## src/logic/cache_pkg.sv

```systemverilog
package cache_pkg;

	// data and address geometry
	localparam int WORD_BITS      = 32;
	localparam int WORDS_PER_LINE = 4;
	localparam int OFFSET_BITS    = 2;	// word offset inside a line

	typedef logic [WORD_BITS-1:0] word_t;
	typedef logic [31:0] addr_t;	// word address, not byte
	typedef logic [WORD_BITS*WORDS_PER_LINE-1:0] line_t;	// word 0 in the low bits

	// controller states
	typedef enum logic [2:0] {
		idle      = 3'd0,
		lookup    = 3'd1,
		writeback = 3'd2,	// dirty victim out to memory
		refill    = 3'd3,	// four word burst in
		install   = 3'd4,
		retry     = 3'd5
	} cache_state_t;

endpackage
```

## src/logic/way_if.sv

```systemverilog
`timescale 1ns/10ps

interface way_if #(
	parameter int SETS = 16
) ();
	import cache_pkg::*;

	localparam int IDX_BITS = $clog2(SETS);
	localparam int TAG_BITS = $bits(addr_t) - OFFSET_BITS - IDX_BITS;

	logic [IDX_BITS-1:0] index;	// read and write set

	// write side, taken at the clock edge
	logic                wr_en;
	logic [TAG_BITS-1:0] wr_tag;
	logic                wr_valid;
	logic                wr_dirty;
	line_t               wr_line;

	// read side, entry at the index of the previous edge
	logic [TAG_BITS-1:0] rd_tag;
	logic                rd_valid;
	logic                rd_dirty;
	line_t               rd_line;

	modport ctrl (
		output index, wr_en, wr_tag, wr_valid, wr_dirty, wr_line,
		input  rd_tag, rd_valid, rd_dirty, rd_line
	);

	modport store (
		input  index, wr_en, wr_tag, wr_valid, wr_dirty, wr_line,
		output rd_tag, rd_valid, rd_dirty, rd_line
	);

	modport peek (
		input rd_tag, rd_valid, rd_dirty, rd_line
	);

endinterface

```

## src/logic/cache_top.sv

```systemverilog
`timescale 1ns/10ps

module cache_top #(
	parameter int SETS = 16
) (
	input  logic             clk,
	input  logic             reset,
	// processor
	input  logic             cpu_read,
	input  logic             cpu_write,
	input  cache_pkg::addr_t cpu_addr,
	input  cache_pkg::word_t cpu_wdata,
	output logic             cpu_ready,
	output cache_pkg::word_t cpu_rdata,
	// main memory
	input  logic             mem_ready,
	input  cache_pkg::word_t mem_rdata,
	output logic             mem_read,
	output logic             mem_write,
	output cache_pkg::addr_t mem_addr,
	output cache_pkg::word_t mem_wdata
);
	import cache_pkg::*;

	localparam int IDX_BITS = $clog2(SETS);
	localparam int TAG_BITS = $bits(addr_t) - OFFSET_BITS - IDX_BITS;

	logic                   hit;
	logic                   hit_way;
	logic                   victim_way;
	word_t                  hit_word;
	logic                   touch;
	logic [TAG_BITS-1:0]    tag;
	logic [IDX_BITS-1:0]    index;
	logic [OFFSET_BITS-1:0] offset;

	way_if #(.SETS(SETS)) way0_bus ();
	way_if #(.SETS(SETS)) way1_bus ();

	cache_way #(.SETS(SETS)) u_way0 (
		.clk   (clk),
		.reset (reset),
		.way   (way0_bus.store)
	);

	cache_way #(.SETS(SETS)) u_way1 (
		.clk   (clk),
		.reset (reset),
		.way   (way1_bus.store)
	);

	way_select #(.SETS(SETS)) u_select (
		.clk        (clk),
		.reset      (reset),
		.way0       (way0_bus.peek),
		.way1       (way1_bus.peek),
		.tag        (tag),
		.index      (index),
		.offset     (offset),
		.touch      (touch),
		.hit        (hit),
		.hit_way    (hit_way),
		.victim_way (victim_way),
		.hit_word   (hit_word)
	);

	cache_fsm #(.SETS(SETS)) u_fsm (
		.clk        (clk),
		.reset      (reset),
		.cpu_read   (cpu_read),
		.cpu_write  (cpu_write),
		.cpu_addr   (cpu_addr),
		.cpu_wdata  (cpu_wdata),
		.cpu_ready  (cpu_ready),
		.cpu_rdata  (cpu_rdata),
		.mem_ready  (mem_ready),
		.mem_rdata  (mem_rdata),
		.mem_read   (mem_read),
		.mem_write  (mem_write),
		.mem_addr   (mem_addr),
		.mem_wdata  (mem_wdata),
		.hit        (hit),
		.hit_way    (hit_way),
		.victim_way (victim_way),
		.hit_word   (hit_word),
		.tag        (tag),
		.index      (index),
		.offset     (offset),
		.touch      (touch),
		.way0       (way0_bus.ctrl),
		.way1       (way1_bus.ctrl)
	);

endmodule

```

## src/logic/cache_fsm.sv

```systemverilog
`timescale 1ns/10ps

module cache_fsm #(
	parameter int SETS = 16,
	localparam int IDX_BITS = $clog2(SETS),
	localparam int TAG_BITS = $bits(cache_pkg::addr_t) - cache_pkg::OFFSET_BITS - IDX_BITS
) (
	input  logic                              clk,
	input  logic                              reset,
	// processor side
	input  logic                              cpu_read,
	input  logic                              cpu_write,
	input  cache_pkg::addr_t                  cpu_addr,
	input  cache_pkg::word_t                  cpu_wdata,
	output logic                              cpu_ready,
	output cache_pkg::word_t                  cpu_rdata,
	// memory side
	input  logic                              mem_ready,
	input  cache_pkg::word_t                  mem_rdata,
	output logic                              mem_read,
	output logic                              mem_write,
	output cache_pkg::addr_t                  mem_addr,
	output cache_pkg::word_t                  mem_wdata,
	// selector
	input  logic                              hit,
	input  logic                              hit_way,
	input  logic                              victim_way,
	input  cache_pkg::word_t                  hit_word,
	output logic [TAG_BITS-1:0]               tag,
	output logic [IDX_BITS-1:0]               index,
	output logic [cache_pkg::OFFSET_BITS-1:0] offset,
	output logic                              touch,
	// array ports
	way_if.ctrl                               way0,
	way_if.ctrl                               way1
);
	import cache_pkg::*;

	localparam int LINE_BITS = $bits(line_t);

	cache_state_t        state;
	cache_state_t        next_state;
	logic                req;
	logic                last_beat;	// fourth word of a burst
	logic [1:0]          beat_q;
	logic                vic_way_q;
	logic                vic_valid;
	logic                vic_dirty;
	logic                wr_op_q;	// request is a write
	addr_t               addr_q;
	word_t               wdata_q;
	logic [TAG_BITS-1:0] wb_tag_q;
	line_t               wb_buf;	// shifts out low word first
	line_t               fill_buf;	// shifts in from the top
	line_t               merged;
	logic [IDX_BITS-1:0] arr_index;

	// a request is ignored while the ready pulse is out
	assign req       = (cpu_read | cpu_write) & ~cpu_ready;
	assign last_beat = mem_ready && (beat_q == 2'd3);

	assign tag    = addr_q[$bits(addr_t)-1 -: TAG_BITS];
	assign index  = addr_q[OFFSET_BITS +: IDX_BITS];
	assign offset = addr_q[OFFSET_BITS-1:0];

	// victim entry as read from the arrays
	assign vic_valid = victim_way ? way1.rd_valid : way0.rd_valid;
	assign vic_dirty = victim_way ? way1.rd_dirty : way0.rd_dirty;

	always_comb begin
		next_state = state;
		case (state)
			idle: begin
				if (req) next_state = lookup;
			end
			lookup: begin
				if (hit) begin
					next_state = idle;
				end else if (vic_valid && vic_dirty) begin
					next_state = writeback;
				end else begin
					next_state = refill;
				end
			end
			writeback: begin
				if (last_beat) next_state = refill;
			end
			refill: begin
				if (last_beat) next_state = install;
			end
			install: next_state = retry;
			retry:   next_state = lookup;	// arrays show the new line
			default: next_state = idle;
		endcase
	end

	// control registers
	always_ff @(posedge clk or negedge reset) begin
		if (!reset) begin
			state     <= idle;
			cpu_ready <= 1'b0;
			beat_q    <= 2'd0;
			vic_way_q <= 1'b0;
		end else begin
			state     <= next_state;
			cpu_ready <= (state == lookup) && hit;
			if ((state == writeback || state == refill) && mem_ready) begin
				beat_q <= beat_q + 2'd1;	// wraps to 0 after four words
			end
			if (state == lookup && !hit) begin
				vic_way_q <= victim_way;
			end
		end
	end

	// request latch and line buffers
	always_ff @(posedge clk) begin
		if (state == idle && req) begin
			addr_q  <= cpu_addr;
			wdata_q <= cpu_wdata;
			wr_op_q <= cpu_write & ~cpu_read;	// read wins when both are set
		end
		if (state == lookup && hit) begin
			cpu_rdata <= hit_word;
		end
		if (state == lookup && !hit) begin
			wb_buf   <= victim_way ? way1.rd_line : way0.rd_line;
			wb_tag_q <= victim_way ? way1.rd_tag : way0.rd_tag;
		end
		if (state == writeback && mem_ready) begin
			wb_buf <= wb_buf >> WORD_BITS;
		end
		if (state == refill && mem_ready) begin
			fill_buf <= {mem_rdata, fill_buf[LINE_BITS-1:WORD_BITS]};
		end
	end

	// write hit merge
	always_comb begin
		merged = hit_way ? way1.rd_line : way0.rd_line;
		merged[offset*WORD_BITS +: WORD_BITS] = wdata_q;
	end

	// array index follows the bus in idle so the read starts early
	assign arr_index = (state == idle) ? cpu_addr[OFFSET_BITS +: IDX_BITS] : index;

	assign way0.index = arr_index;
	assign way1.index = arr_index;

	// shared write data, lookup writes a dirty merge, install a clean line
	assign way0.wr_tag   = tag;
	assign way1.wr_tag   = tag;
	assign way0.wr_valid = 1'b1;
	assign way1.wr_valid = 1'b1;
	assign way0.wr_dirty = (state == lookup);
	assign way1.wr_dirty = (state == lookup);
	assign way0.wr_line  = (state == install) ? fill_buf : merged;
	assign way1.wr_line  = (state == install) ? fill_buf : merged;

	assign way0.wr_en = ((state == lookup) && hit && wr_op_q && !hit_way) ||
		((state == install) && !vic_way_q);
	assign way1.wr_en = ((state == lookup) && hit && wr_op_q && hit_way) ||
		((state == install) && vic_way_q);

	assign touch = (state == lookup) && hit;

	// memory bursts, line aligned
	assign mem_write = (state == writeback);
	assign mem_read  = (state == refill);
	assign mem_addr  = (state == writeback) ? {wb_tag_q, index, {OFFSET_BITS{1'b0}}} :
		{tag, index, {OFFSET_BITS{1'b0}}};
	assign mem_wdata = wb_buf[WORD_BITS-1:0];

endmodule

```

## src/logic/way_select.sv

```systemverilog
`timescale 1ns/10ps

module way_select #(
	parameter int SETS = 16,
	localparam int IDX_BITS = $clog2(SETS),
	localparam int TAG_BITS = $bits(cache_pkg::addr_t) - cache_pkg::OFFSET_BITS - IDX_BITS
) (
	input  logic                           clk,
	input  logic                           reset,
	way_if.peek                            way0,
	way_if.peek                            way1,
	input  logic [TAG_BITS-1:0]            tag,	// latched request tag
	input  logic [IDX_BITS-1:0]            index,
	input  logic [cache_pkg::OFFSET_BITS-1:0] offset,
	input  logic                           touch,
	output logic                           hit,
	output logic                           hit_way,
	output logic                           victim_way,
	output cache_pkg::word_t               hit_word
);
	import cache_pkg::*;

	logic            hit0;
	logic            hit1;
	line_t           hit_line;
	logic [SETS-1:0] lru_q;	// per set, names the least recently used way

	// tag compare per way
	assign hit0 = way0.rd_valid && (way0.rd_tag == tag);
	assign hit1 = way1.rd_valid && (way1.rd_tag == tag);

	assign hit     = hit0 | hit1;
	assign hit_way = hit1 & ~hit0;	// way 0 wins a double match

	// word pick by block offset
	assign hit_line = hit_way ? way1.rd_line : way0.rd_line;
	assign hit_word = hit_line[offset*WORD_BITS +: WORD_BITS];

	// recency table
	always_ff @(posedge clk or negedge reset) begin
		if (!reset) begin
			lru_q <= '0;
		end else if (touch) begin
			lru_q[index] <= ~hit_way;	// the other way becomes lru
		end
	end

	// empty ways fill first, then lru
	always_comb begin
		if (!way0.rd_valid) begin
			victim_way = 1'b0;
		end else if (!way1.rd_valid) begin
			victim_way = 1'b1;
		end else begin
			victim_way = lru_q[index];
		end
	end

endmodule

```

## src/logic/cache_way.sv

```systemverilog
`timescale 1ns/10ps

module cache_way #(
	parameter int SETS = 16
) (
	input logic clk,
	input logic reset,
	way_if.store way
);
	import cache_pkg::*;

	localparam int IDX_BITS = $clog2(SETS);
	localparam int TAG_BITS = $bits(addr_t) - OFFSET_BITS - IDX_BITS;

	logic [TAG_BITS-1:0] tag_mem [SETS];
	line_t               line_mem [SETS];
	logic [SETS-1:0]     dirty_mem;
	logic [SETS-1:0]     valid_q;	// only valid bits are cleared
	logic [IDX_BITS-1:0] rd_idx;	// registered read address

	// storage arrays, all fields written together
	always_ff @(posedge clk) begin
		rd_idx <= way.index;
		if (way.wr_en) begin
			tag_mem[way.index]   <= way.wr_tag;
			line_mem[way.index]  <= way.wr_line;
			dirty_mem[way.index] <= way.wr_dirty;
		end
	end

	always_ff @(posedge clk or negedge reset) begin
		if (!reset) begin
			valid_q <= '0;
		end else if (way.wr_en) begin
			valid_q[way.index] <= way.wr_valid;
		end
	end

	// read data one cycle after the index
	assign way.rd_tag   = tag_mem[rd_idx];
	assign way.rd_line  = line_mem[rd_idx];
	assign way.rd_dirty = dirty_mem[rd_idx];
	assign way.rd_valid = valid_q[rd_idx];

endmodule

```

## config.mk

```make
export PLATFORM = sky130hd
export DESIGN_NAME = cache_top
export DESIGN_NICKNAME = d
export VERILOG_FILES = /design/src/logic/cache_pkg.sv /design/src/logic/way_if.sv /design/src/logic/cache_top.sv /design/src/logic/cache_fsm.sv /design/src/logic/way_select.sv /design/src/logic/cache_way.sv
export SDC_FILE = /design/constraint.sdc
export NUM_CORES = 2
export LEC_CHECK = 0
export BUFFER_PORTS_ARGS = -buffer_cell sky130_fd_sc_hd__buf_2
export CAP_MARGIN = 20
export CORE_ASPECT_RATIO = 0.9
export CORE_MARGIN = 10
export CORE_UTILIZATION = 50
export DETAILED_ROUTE_END_ITERATION = 8
export PLACE_DENSITY_LB_ADDON = 0.12
export REMOVE_ABC_BUFFERS = 1
export SKIP_CTS_REPAIR_TIMING = 1
export SLEW_MARGIN = 15
export SYNTH_ARGS = -nofsm -noshare
export SYNTH_HDL_FRONTEND = slang
export SYNTH_HIERARCHICAL = 1
export SYNTH_MEMORY_MAX_BITS = 65536
export SYNTH_SLANG_ARGS = --single-unit
export TNS_END_PERCENT = 10
```

## constraint.sdc

```tcl
create_clock -name clk -period 19.2 [get_ports clk]
set_input_delay 0.96 -clock clk [delete_from_list [all_inputs] [get_ports clk]]
set_output_delay 0.96 -clock clk [all_outputs]
set_load 0.02 [all_outputs]
```

Yosys cells after proc, flatten, opt, wreduce, memory -nomap -nowiden
Memories as Yosys holds them, arrays and structs flattened. A register that Yosys moved wholly into a read port is not among the register bits.
Index checks and enable logic that the tools add are counted.
{ "totals": {"ff_bits": 470, "ramBits": 4928, "in_bits": 101, "out_inout_bits": 99, "elab_cells": 120, "n_memories": 4} }
{ "memory_table": {"columns": ["memory", "words", "width", "rd", "rd_clocked_by_memory_dff", "wr", "line_no", "source"], "rows": [
  ["u_way0.line_mem", 16, 128, 1, 1, 1, "cache_way.sv:16", "line_t line_mem [SETS];"],
  ["u_way1.line_mem", 16, 128, 1, 1, 1, "cache_way.sv:16", null],
  ["u_way0.tag_mem", 16, 26, 1, 1, 1, "cache_way.sv:15", "logic [TAG_BITS-1:0] tag_mem [SETS];"],
  ["u_way1.tag_mem", 16, 26, 1, 1, 1, "cache_way.sv:15", null]
]} }
{ "op_classes": {"add_sub_neg": 2, "order_cmp": 5, "n_eq_ne": 11, "shifts": 3, "muxes": 40, "bitwise_logic": 11, "reduce_logical": 26} }
{ "op_table": {"columns": ["op", "n"], "rows": [
  ["128-bit 2-to-1 mux", 3],
  ["96-bit 2-to-1 mux", 2],
  ["128-bit bitwise mux", 1],
  ["32-bit by 34-bit variable shift with 128-bit output (first input constant)", 1],
  ["128-bit by 8-bit indexed part select with 32-bit output", 1],
  ["32-bit by 34-bit indexed part select with 128-bit output", 1],
  ["26-bit == test", 2],
  ["16-bit bitwise mux", 3],
  ["7-bit negation with 34-bit output", 1],
  ["32-bit 2-to-1 mux", 1],
  ["16-bit OR", 2],
  ["26-bit 2-to-1 mux", 1],
  ["1-bit binary-select mux with 4-bit select", 5],
  ["3-bit case mux with 6 select lines", 1],
  ["1-bit logical AND", 17],
  ["1-bit 2-to-1 mux", 16],
  ["4-bit by 5-bit < comparator with 1-bit output (second input constant)", 3],
  ["3-bit 2-to-1 mux", 4],
  ["1-bit demux with 4-bit select", 2],
  ["4-bit by 1-bit >= comparator with 1-bit output (second input constant)", 2],
  ["3-bit by 2-bit == test with 1-bit output (second input constant)", 2],
  ["3-bit == test (second input constant)", 2],
  ["2-bit by 1-bit != test with 1-bit output (second input constant)", 3],
  ["4-bit 2-to-1 mux", 1],
  ["11 further kinds", 21]
]} }

Depth between registers and ports, before layout
{ "logic_depth": {"depth_word": 10, "ltp_mapped": 21, "depth_no_buf": 14} }

Cells and area by module
The synthesis kept the hierarchy.
{ "by_module_without_submodules": {"columns": ["mod", "n_inst", "cells_per_inst", "area_per_inst_um2", "seq_area_each_um2"], "rows": [
  ["cache_way", 2, 3951, 93667.3, 74951.9],
  ["cache_fsm", 1, 1743, 20917.6, 11235.8],
  ["way_select", 1, 274, 3419.5, 400.4]
]} }

Worst setup path after synthesis
OpenSTA, ideal clock, no wires.
{ "synth_timing": {"kind": "reg-to-reg", "from": "register u_way1.rd_idx[1]", "to": "register u_way0.valid_q[0]", "setup_time_ns": 0.119, "arrival_ns": 16.380, "t_required_ns": 19.081, "setup_slack_ns": 2.701, "stages_incl_launch_ff": 18, "path_buffers": 4, "period_less_slack_ns": 16.499, "path_cell_list": "dfxtp_1 -> buf_2 -> buf_4 -> clkbuf_1 -> buf_2 -> mux4_2 -> a22oi_1 -> nand2_1 -> xnor2_1 -> nand4_1 -> or4_4 -> o21ai_0 -> and4bb_2 -> nand2_1 -> o22ai_1 -> or3b_2 -> nor3_1 -> mux2_2"} }
{ "synth_between": {"elab_chain_cells": 8, "word_cells_on_any_way": 14, "cone_classes": "4 x mux; 3 x bitwise; 7 x reduce/logical"} }
{ "synth_rtl": {"columns": ["element", "line_no", "source"], "rows": [
  ["from (decl)", "cache_way.sv:19", "logic [IDX_BITS-1:0] rd_idx;"],
  ["from (signal assigned)", "cache_way.sv:23", "rd_idx <= way.index;"],
  ["1-bit binary-select mux with 4-bit select", null, null],
  ["1-bit 2-to-1 mux", null, null],
  ["1-bit logical AND (on tied branches)", null, null],
  ["1-bit OR *", "way_select.sv:32", "assign hit = hit0 | hit1;"],
  ["net hit", "cache_top.sv:28", "logic hit;"],
  ["1-bit logical AND *", null, null],
  ["net touch", "cache_top.sv:32", "logic touch;"],
  ["1-bit logical AND * (2 in series)", "cache_fsm.sv:160", "assign way0.wr_en = ((state == lookup) && hit && wr_op_q && !hit_way) ||"],
  ["1-bit logical OR *", "cache_fsm.sv:160", null],
  ["net way0_bus.wr_en", "way_if.sv:14", "logic wr_en;"],
  ["to (signal, indexed assignment)", "cache_way.sv:35", "valid_q[way.index] <= way.wr_valid;"],
  ["to (decl)", "cache_way.sv:18", "logic [SETS-1:0] valid_q;"]
]} }
Mark *: on every way through the listed nets, which the timed path passes. The rest lies on a longest branch. The select of a mux whose other input is x is not followed.
A chain may end at the register's enable or synchronous reset.

Worst setup path after layout
{ "layout_timing": {"from": "register u_way1.rd_idx[1]", "to": "memory u_way1/line_mem[1][120] (netlist bit), enable pin"} }
{ "layout_between": {"elab_chain_cells": 10, "word_cells_on_any_way": 15, "cone_classes": "6 x mux; 3 x bitwise; 6 x reduce/logical"} }
{ "layout_rtl": {"columns": ["element", "line_no", "source"], "rows": [
  ["1-bit binary-select mux with 4-bit select", null, null],
  ["1-bit 2-to-1 mux", null, null],
  ["1-bit logical AND (on tied branches)", null, null],
  ["1-bit OR *", "way_select.sv:32", null],
  ["net hit", "cache_top.sv:28", null],
  ["1-bit logical AND *", null, null],
  ["net touch", "cache_top.sv:32", null],
  ["1-bit logical AND * (2 in series)", "cache_fsm.sv:162", "assign way1.wr_en = ((state == lookup) && hit && wr_op_q && hit_way) ||"],
  ["1-bit logical OR *", "cache_fsm.sv:162", null],
  ["net way1_bus.wr_en", "way_if.sv:14", null],
  ["1-bit 2-to-1 mux *", "cache_way.sv:24", "if (way.wr_en) begin"],
  ["1-bit 2-to-1 mux (not written as such) *", "cache_way.sv:26", "line_mem[way.index] <= way.wr_line;"],
  ["to (decl)", "cache_way.sv:16", null]
]} }
Marks and branches as above.

==> results.md <==
Synthesis:
- The number of synthesis warnings is 6.
- The number of instances in the synthesized netlist is 9919.
- The synthesized flop and latch total is 5402.
- The commonest register cell after synthesis is sky130_fd_sc_hd__edfxtp_1.
- Counting flops with a built-in enable in the synthesized netlist gives between 5k and 6k.
- Summing the sequential cell areas from Yosys gives between 70% and 80% of the chip area.
- The mean area per synthesized cell is ~21 µm².
- The post-synthesis cell type with the largest combined area is sky130_fd_sc_hd__edfxtp_1.
- The post-synthesis cell area is roughly 210000 µm².
- The fraction of registers with async set/reset is between 1 and 1.5%.
- After synthesis, the cell types taking the most area are sky130_fd_sc_hd__edfxtp_1 (75%), sky130_fd_sc_hd__mux4_2 (13%), sky130_fd_sc_hd__a22oi_1 (2.0%).
- Counting distinct cell types in the post-synthesis netlist gives 66.
- After synthesis, the largest area contributor takes up between 70% and 80% of total cell area.

Clocking:
- The clock latency of the later-clocked register in the worst-skew pair is around 1100 ps.
- After clock tree synthesis, the clock-pin slew on the worst setup and hold paths is roughly 60 ps.
- The H-tree was split into 6 levels.
- The clock tree buffer depth is 4.
- The clock root buffer is sky130_fd_sc_hd__clkbuf_16.
- The number of sinks on the clock net is roughly 5.4k.
- TritonCTS built the clock tree.
- In this run, CTS created clock tree buffers numbering 550.

Placed design:
- At the placement stage, the worst setup path has a slack of 7369 ps.
- The placed standard-cell area is 219100 µm².
- The routability congestion estimate from global placement is 0.8031.
- Buffers placed on the I/O ports in this run total ~200.
- Counting tap cells, the placed design contains a total of 15.30k instances.
- The estimated wirelength of the detail-placed design is ~340 mm.

STA:
- The slew of the pin with the lowest slew margin is around 1200 ps.
- After layout, the worst path uses between 60% and 70% of the clock period.
- The slack of the critical path is 7246 ps.
- The peak clock frequency supported by timing is approximately 84 MHz.
- The max-slew violation total from the final report is 0.
- For the finished layout, the period the worst path requires is between 10000 and 15000 ps.
- Measured against its own limit, the worst slew margin works out to 19.03%.
- Setup repair after global routing left no endpoint under its margin.
- The setup skew after layout is approximately 52 ps.
- The final worst hold slack is about 65 ps.
- The number of setup violations in the final report is 0.
- The final-report hold violation count was 0.
- Summed over all failing endpoints, the final setup total negative slack is 0 ps.

Setup path:
- The worst setup path is launched from a flop.
- Data arrives at the worst endpoint at 12610 ps.
- The most numerous cell type found on the critical path is sky130_fd_sc_hd__buf_4.
- In this run the worst setup path terminates at u_way1/line_mem[1][120]$_DFFE_PP_.
- The end of the worst register-to-register path is u_way1/line_mem[1][120]$_DFFE_PP_.
- STA classifies the critical path endpoint as a flop.
- Along the worst path, the maximum fanout reaches between 50 and 60.
- For flop-to-flop paths, the worst setup slack is between 7000 and 8000 ps.
- The number of cell instances on the worst register-to-register path is 18.
- The startpoint of the worst-slack reg-to-reg timing path is u_way1/rd_idx[1]$_DFF_P_.
- The master of the slowest instance on the critical path is sky130_fd_sc_hd__buf_4.
- STA puts the critical path data required time at ~20000 ps.
- For this run, the slowest stage of the critical path takes between 900 and 1000 ps.
- The setup path with the least slack is of type flop to flop.
- Traced cell by cell, the critical path runs through buf_4, buf_4, nand2_1, o22ai_1, o21ai_0, xnor2_1, nand4_1, or4_4, o21ai_0, buf_4, and4bb_4, buf_4, a32o_1, or3b_2, nor2_4, buf_4, buf_4, buf_4.
- In this run the worst setup path begins at u_way1/rd_idx[1]$_DFF_P_.

Floorplanning:
- The die span in y is 637.3 µm.
- The floorplan row count is ~230.
- For this configuration, the core starts out at a cell density of about half.
- The core box area is around 420000 µm².
- The width of the chip is 705.8 µm.
- The die covers around 450000 µm².
- During I/O placement, the number of pins put on the boundary was 200.

Min path:
- The worst hold-check path type is input port to flop.

Layout:
- Cells fill between 50% and 60% of the core in the end.
- The layout has 31.16k filler cells.
- The final standard cell count with taps included and fillers excluded is 16.30k.
- The area taken by multi-input logic gates is approximately 46000 µm².
- The finished cells cover roughly 240000 µm².
- From synthesis to final layout, the design area changed by 11.76%.
- The area taken by flip-flops and latches is around 160000 µm².
- The net count reported at finish is between 10k and 15k.
- The fraction of final layout cells with drive strength greater than 1 is between 20% and 30%.

Pwr:
- The post-layout total power is 36.36 mW.
- The leakage dissipation is ~75 nW.
- The power per standard cell area is around 150 nW/µm².
- The worst vdd rail ir drop is around 0.00012 V.

GRT:
- The global-route wire length before repair is approximately 840 mm.
- Across every metal layer, demand over resource in global routing totals 26.30%.
- The number of antenna violations at the first check in global routing is 33.
- The largest net degree at the start of global routing is around 120.
- The via count of the first global-routing pass is between 100k and 150k.
- For this run the aggregate overflow at the end of global routing stands at 0.

Detailed routing:
- The final antenna-violating net count is 0.
- In this run, the number of DRC markers left after iteration 0 of detailed routing was roughly 14k.
- In the final routed layout, each cell accounts on average for 37.09 µm.
- For this run, design rule violations remaining after detail routing come to 0.
- The total via count in the routed design is 107.0k.
- The first detailed-routing pass took 5 iterations.
- The final layout contains routed wiring with a total length of approximately 600 mm.
- The number of vias per cell is ~6.6.

Run status:
- The run finished with clean final reports.

Job:
- The max capacitance violation total is 0.
==> worst max-delay path: cells and delay by family, from the launching register on <==
family,cells,cell delay (ps)
buf+inv,7,4700
simple gates,6,2940
compound gates,4,2060
flops,1,770
xor+xnor,1,650
==> per-layer routing <==
layer | wire length (µm) | share of wire (%) | track usage [%] | vias up
met5 | 41 | 0.0068 | 0 | -
met4 | 17850 | 3.0 | 7.289 | 6
met3 | 54170 | 9.0 | 4.611 | 863
met2 | 285500 | 47 | 41.46 | 5543
met1 | 247100 | 41 | 38.26 | 58420
li1 | - | - | - | 42180
==> logic make-up after synthesis <==
logic type,Yosys count,synth area share (%)
compound gates,1141,3.838
xor+xnor,53,0.2193
fa+ha+maj,6,0.03547
buf+inv,823,2.221
flops,5402,76.32
mux,1816,15.96
other cells,2,0.003548
simple gates,676,1.404
==> state kept, by name, indices dropped and copies added, names as in the netlist <==
| signal | count |
|---|---|
| u_way1/dirty_mem | 16 |
| u_way1/valid_q | 16 |
| u_way0/valid_q | 16 |
| u_fsm/fill_buf | 128 |
| u_way0/dirty_mem | 16 |
| u_fsm/vic_way_q | 1 |
| u_fsm/wr_op_q | 1 |
| u_way1/line_mem | 2048 |
| u_select/lru_q | 16 |
| u_fsm/wb_buf | 128 |
| u_way0/rd_idx | 4 |
| u_way1/tag_mem | 416 |
| u_way0/line_mem | 2048 |
| u_fsm/wdata_q | 32 |
| u_fsm/cpu_ready | 1 |
| u_fsm/wb_tag_q | 26 |
| u_way1/rd_idx | 4 |
| u_fsm/beat_q | 2 |
| u_fsm/cpu_rdata | 32 |
| u_fsm/addr_q | 32 |
| u_way0/tag_mem | 416 |
| u_fsm/state | 3 |
==> cell usage after synthesis (33+ instances only) <==
master	n
sky130_fd_sc_hd__clkbuf_1	203
sky130_fd_sc_hd__buf_2	262
sky130_fd_sc_hd__buf_4	276
sky130_fd_sc_hd__mux4_2	1204
sky130_fd_sc_hd__o21ai_0	173
sky130_fd_sc_hd__nand2_1	369
sky130_fd_sc_hd__o22ai_1	67
sky130_fd_sc_hd__buf_1	45
sky130_fd_sc_hd__a21oi_1	106
sky130_fd_sc_hd__mux2i_1	266
sky130_fd_sc_hd__a22oi_1	559
sky130_fd_sc_hd__a2bb2oi_1	92
sky130_fd_sc_hd__nor2_1	176
sky130_fd_sc_hd__o221ai_1	62
sky130_fd_sc_hd__dfrtp_1	55
sky130_fd_sc_hd__buf_6	33
sky130_fd_sc_hd__xnor2_1	43
sky130_fd_sc_hd__edfxtp_1	5307
sky130_fd_sc_hd__mux2_2	314
sky130_fd_sc_hd__nor3b_1	34
sky130_fd_sc_hd__dfxtp_1	40
==> power breakdown <==
group | switching, mW | internal (mW) | leakage (nW)
clock | 4.45 | 5.90 | 8.37
combinational | 7.00 | 3.40 | 16.9
sequential | 0.229 | 15.4 | 49.3
==> cell type report <==
class                      count  area share (%)
sequential                  5402           68.30
multi-input combinational   3696           19.46
clock buffer                 705           6.300
tap                         5586           2.955
timing repair buffer         622           2.008
clock inverter               275          0.9647
antenna                       12         0.01269
inverter                       3        0.004760
==> worst min-delay path by stage <==
| stage | from | end | slack [ps] | cells past startpoint |
|---|---|---|---|---|
| 4_1_cts | mem_rdata[12] | u_fsm/fill_buf[108]$_DFFE_PP_ | -20 | 1 |
| 3_3_place_gp | u_fsm/fill_buf[60]$_DFFE_PP_ | u_fsm/fill_buf[28]$_DFFE_PP_ | 430 | 0 |
| 2_1_floorplan | u_fsm/fill_buf[64]$_DFFE_PP_ | u_fsm/fill_buf[32]$_DFFE_PP_ | 430 | 0 |
| 6_report | mem_rdata[12] | u_fsm/fill_buf[108]$_DFFE_PP_ | 60 | 1 |
| 5_1_grt | cpu_wdata[29] | u_fsm/wdata_q[29]$_DFFE_PP_ | 30 | 1 |
| 3_5_place_dp | u_fsm/fill_buf[61]$_DFFE_PP_ | u_fsm/fill_buf[29]$_DFFE_PP_ | 430 | 0 |
==> layout by cell type, fill, tap and decap left out, types with 62 or more instances in the layout <==
cell	netlist	layout
sky130_fd_sc_hd__nand2_1	369	369
sky130_fd_sc_hd__a2bb2oi_1	92	92
sky130_fd_sc_hd__nor2_1	176	150
sky130_fd_sc_hd__mux2_2	314	314
sky130_fd_sc_hd__o21ai_0	173	171
sky130_fd_sc_hd__buf_4	276	378
sky130_fd_sc_hd__edfxtp_1	5307	5307
sky130_fd_sc_hd__buf_2	262	197
sky130_fd_sc_hd__o221ai_1	62	62
sky130_fd_sc_hd__mux2i_1	266	266
sky130_fd_sc_hd__o22ai_1	67	67
sky130_fd_sc_hd__mux4_2	1204	1204
sky130_fd_sc_hd__clkbuf_16	0	573
sky130_fd_sc_hd__a22oi_1	559	559
sky130_fd_sc_hd__clkbuf_1	203	125
sky130_fd_sc_hd__clkinv_2	0	66
sky130_fd_sc_hd__a21oi_1	106	90
sky130_fd_sc_hd__clkinv_1	0	131
Note: power is estimated with default switching activity, not from simulation.
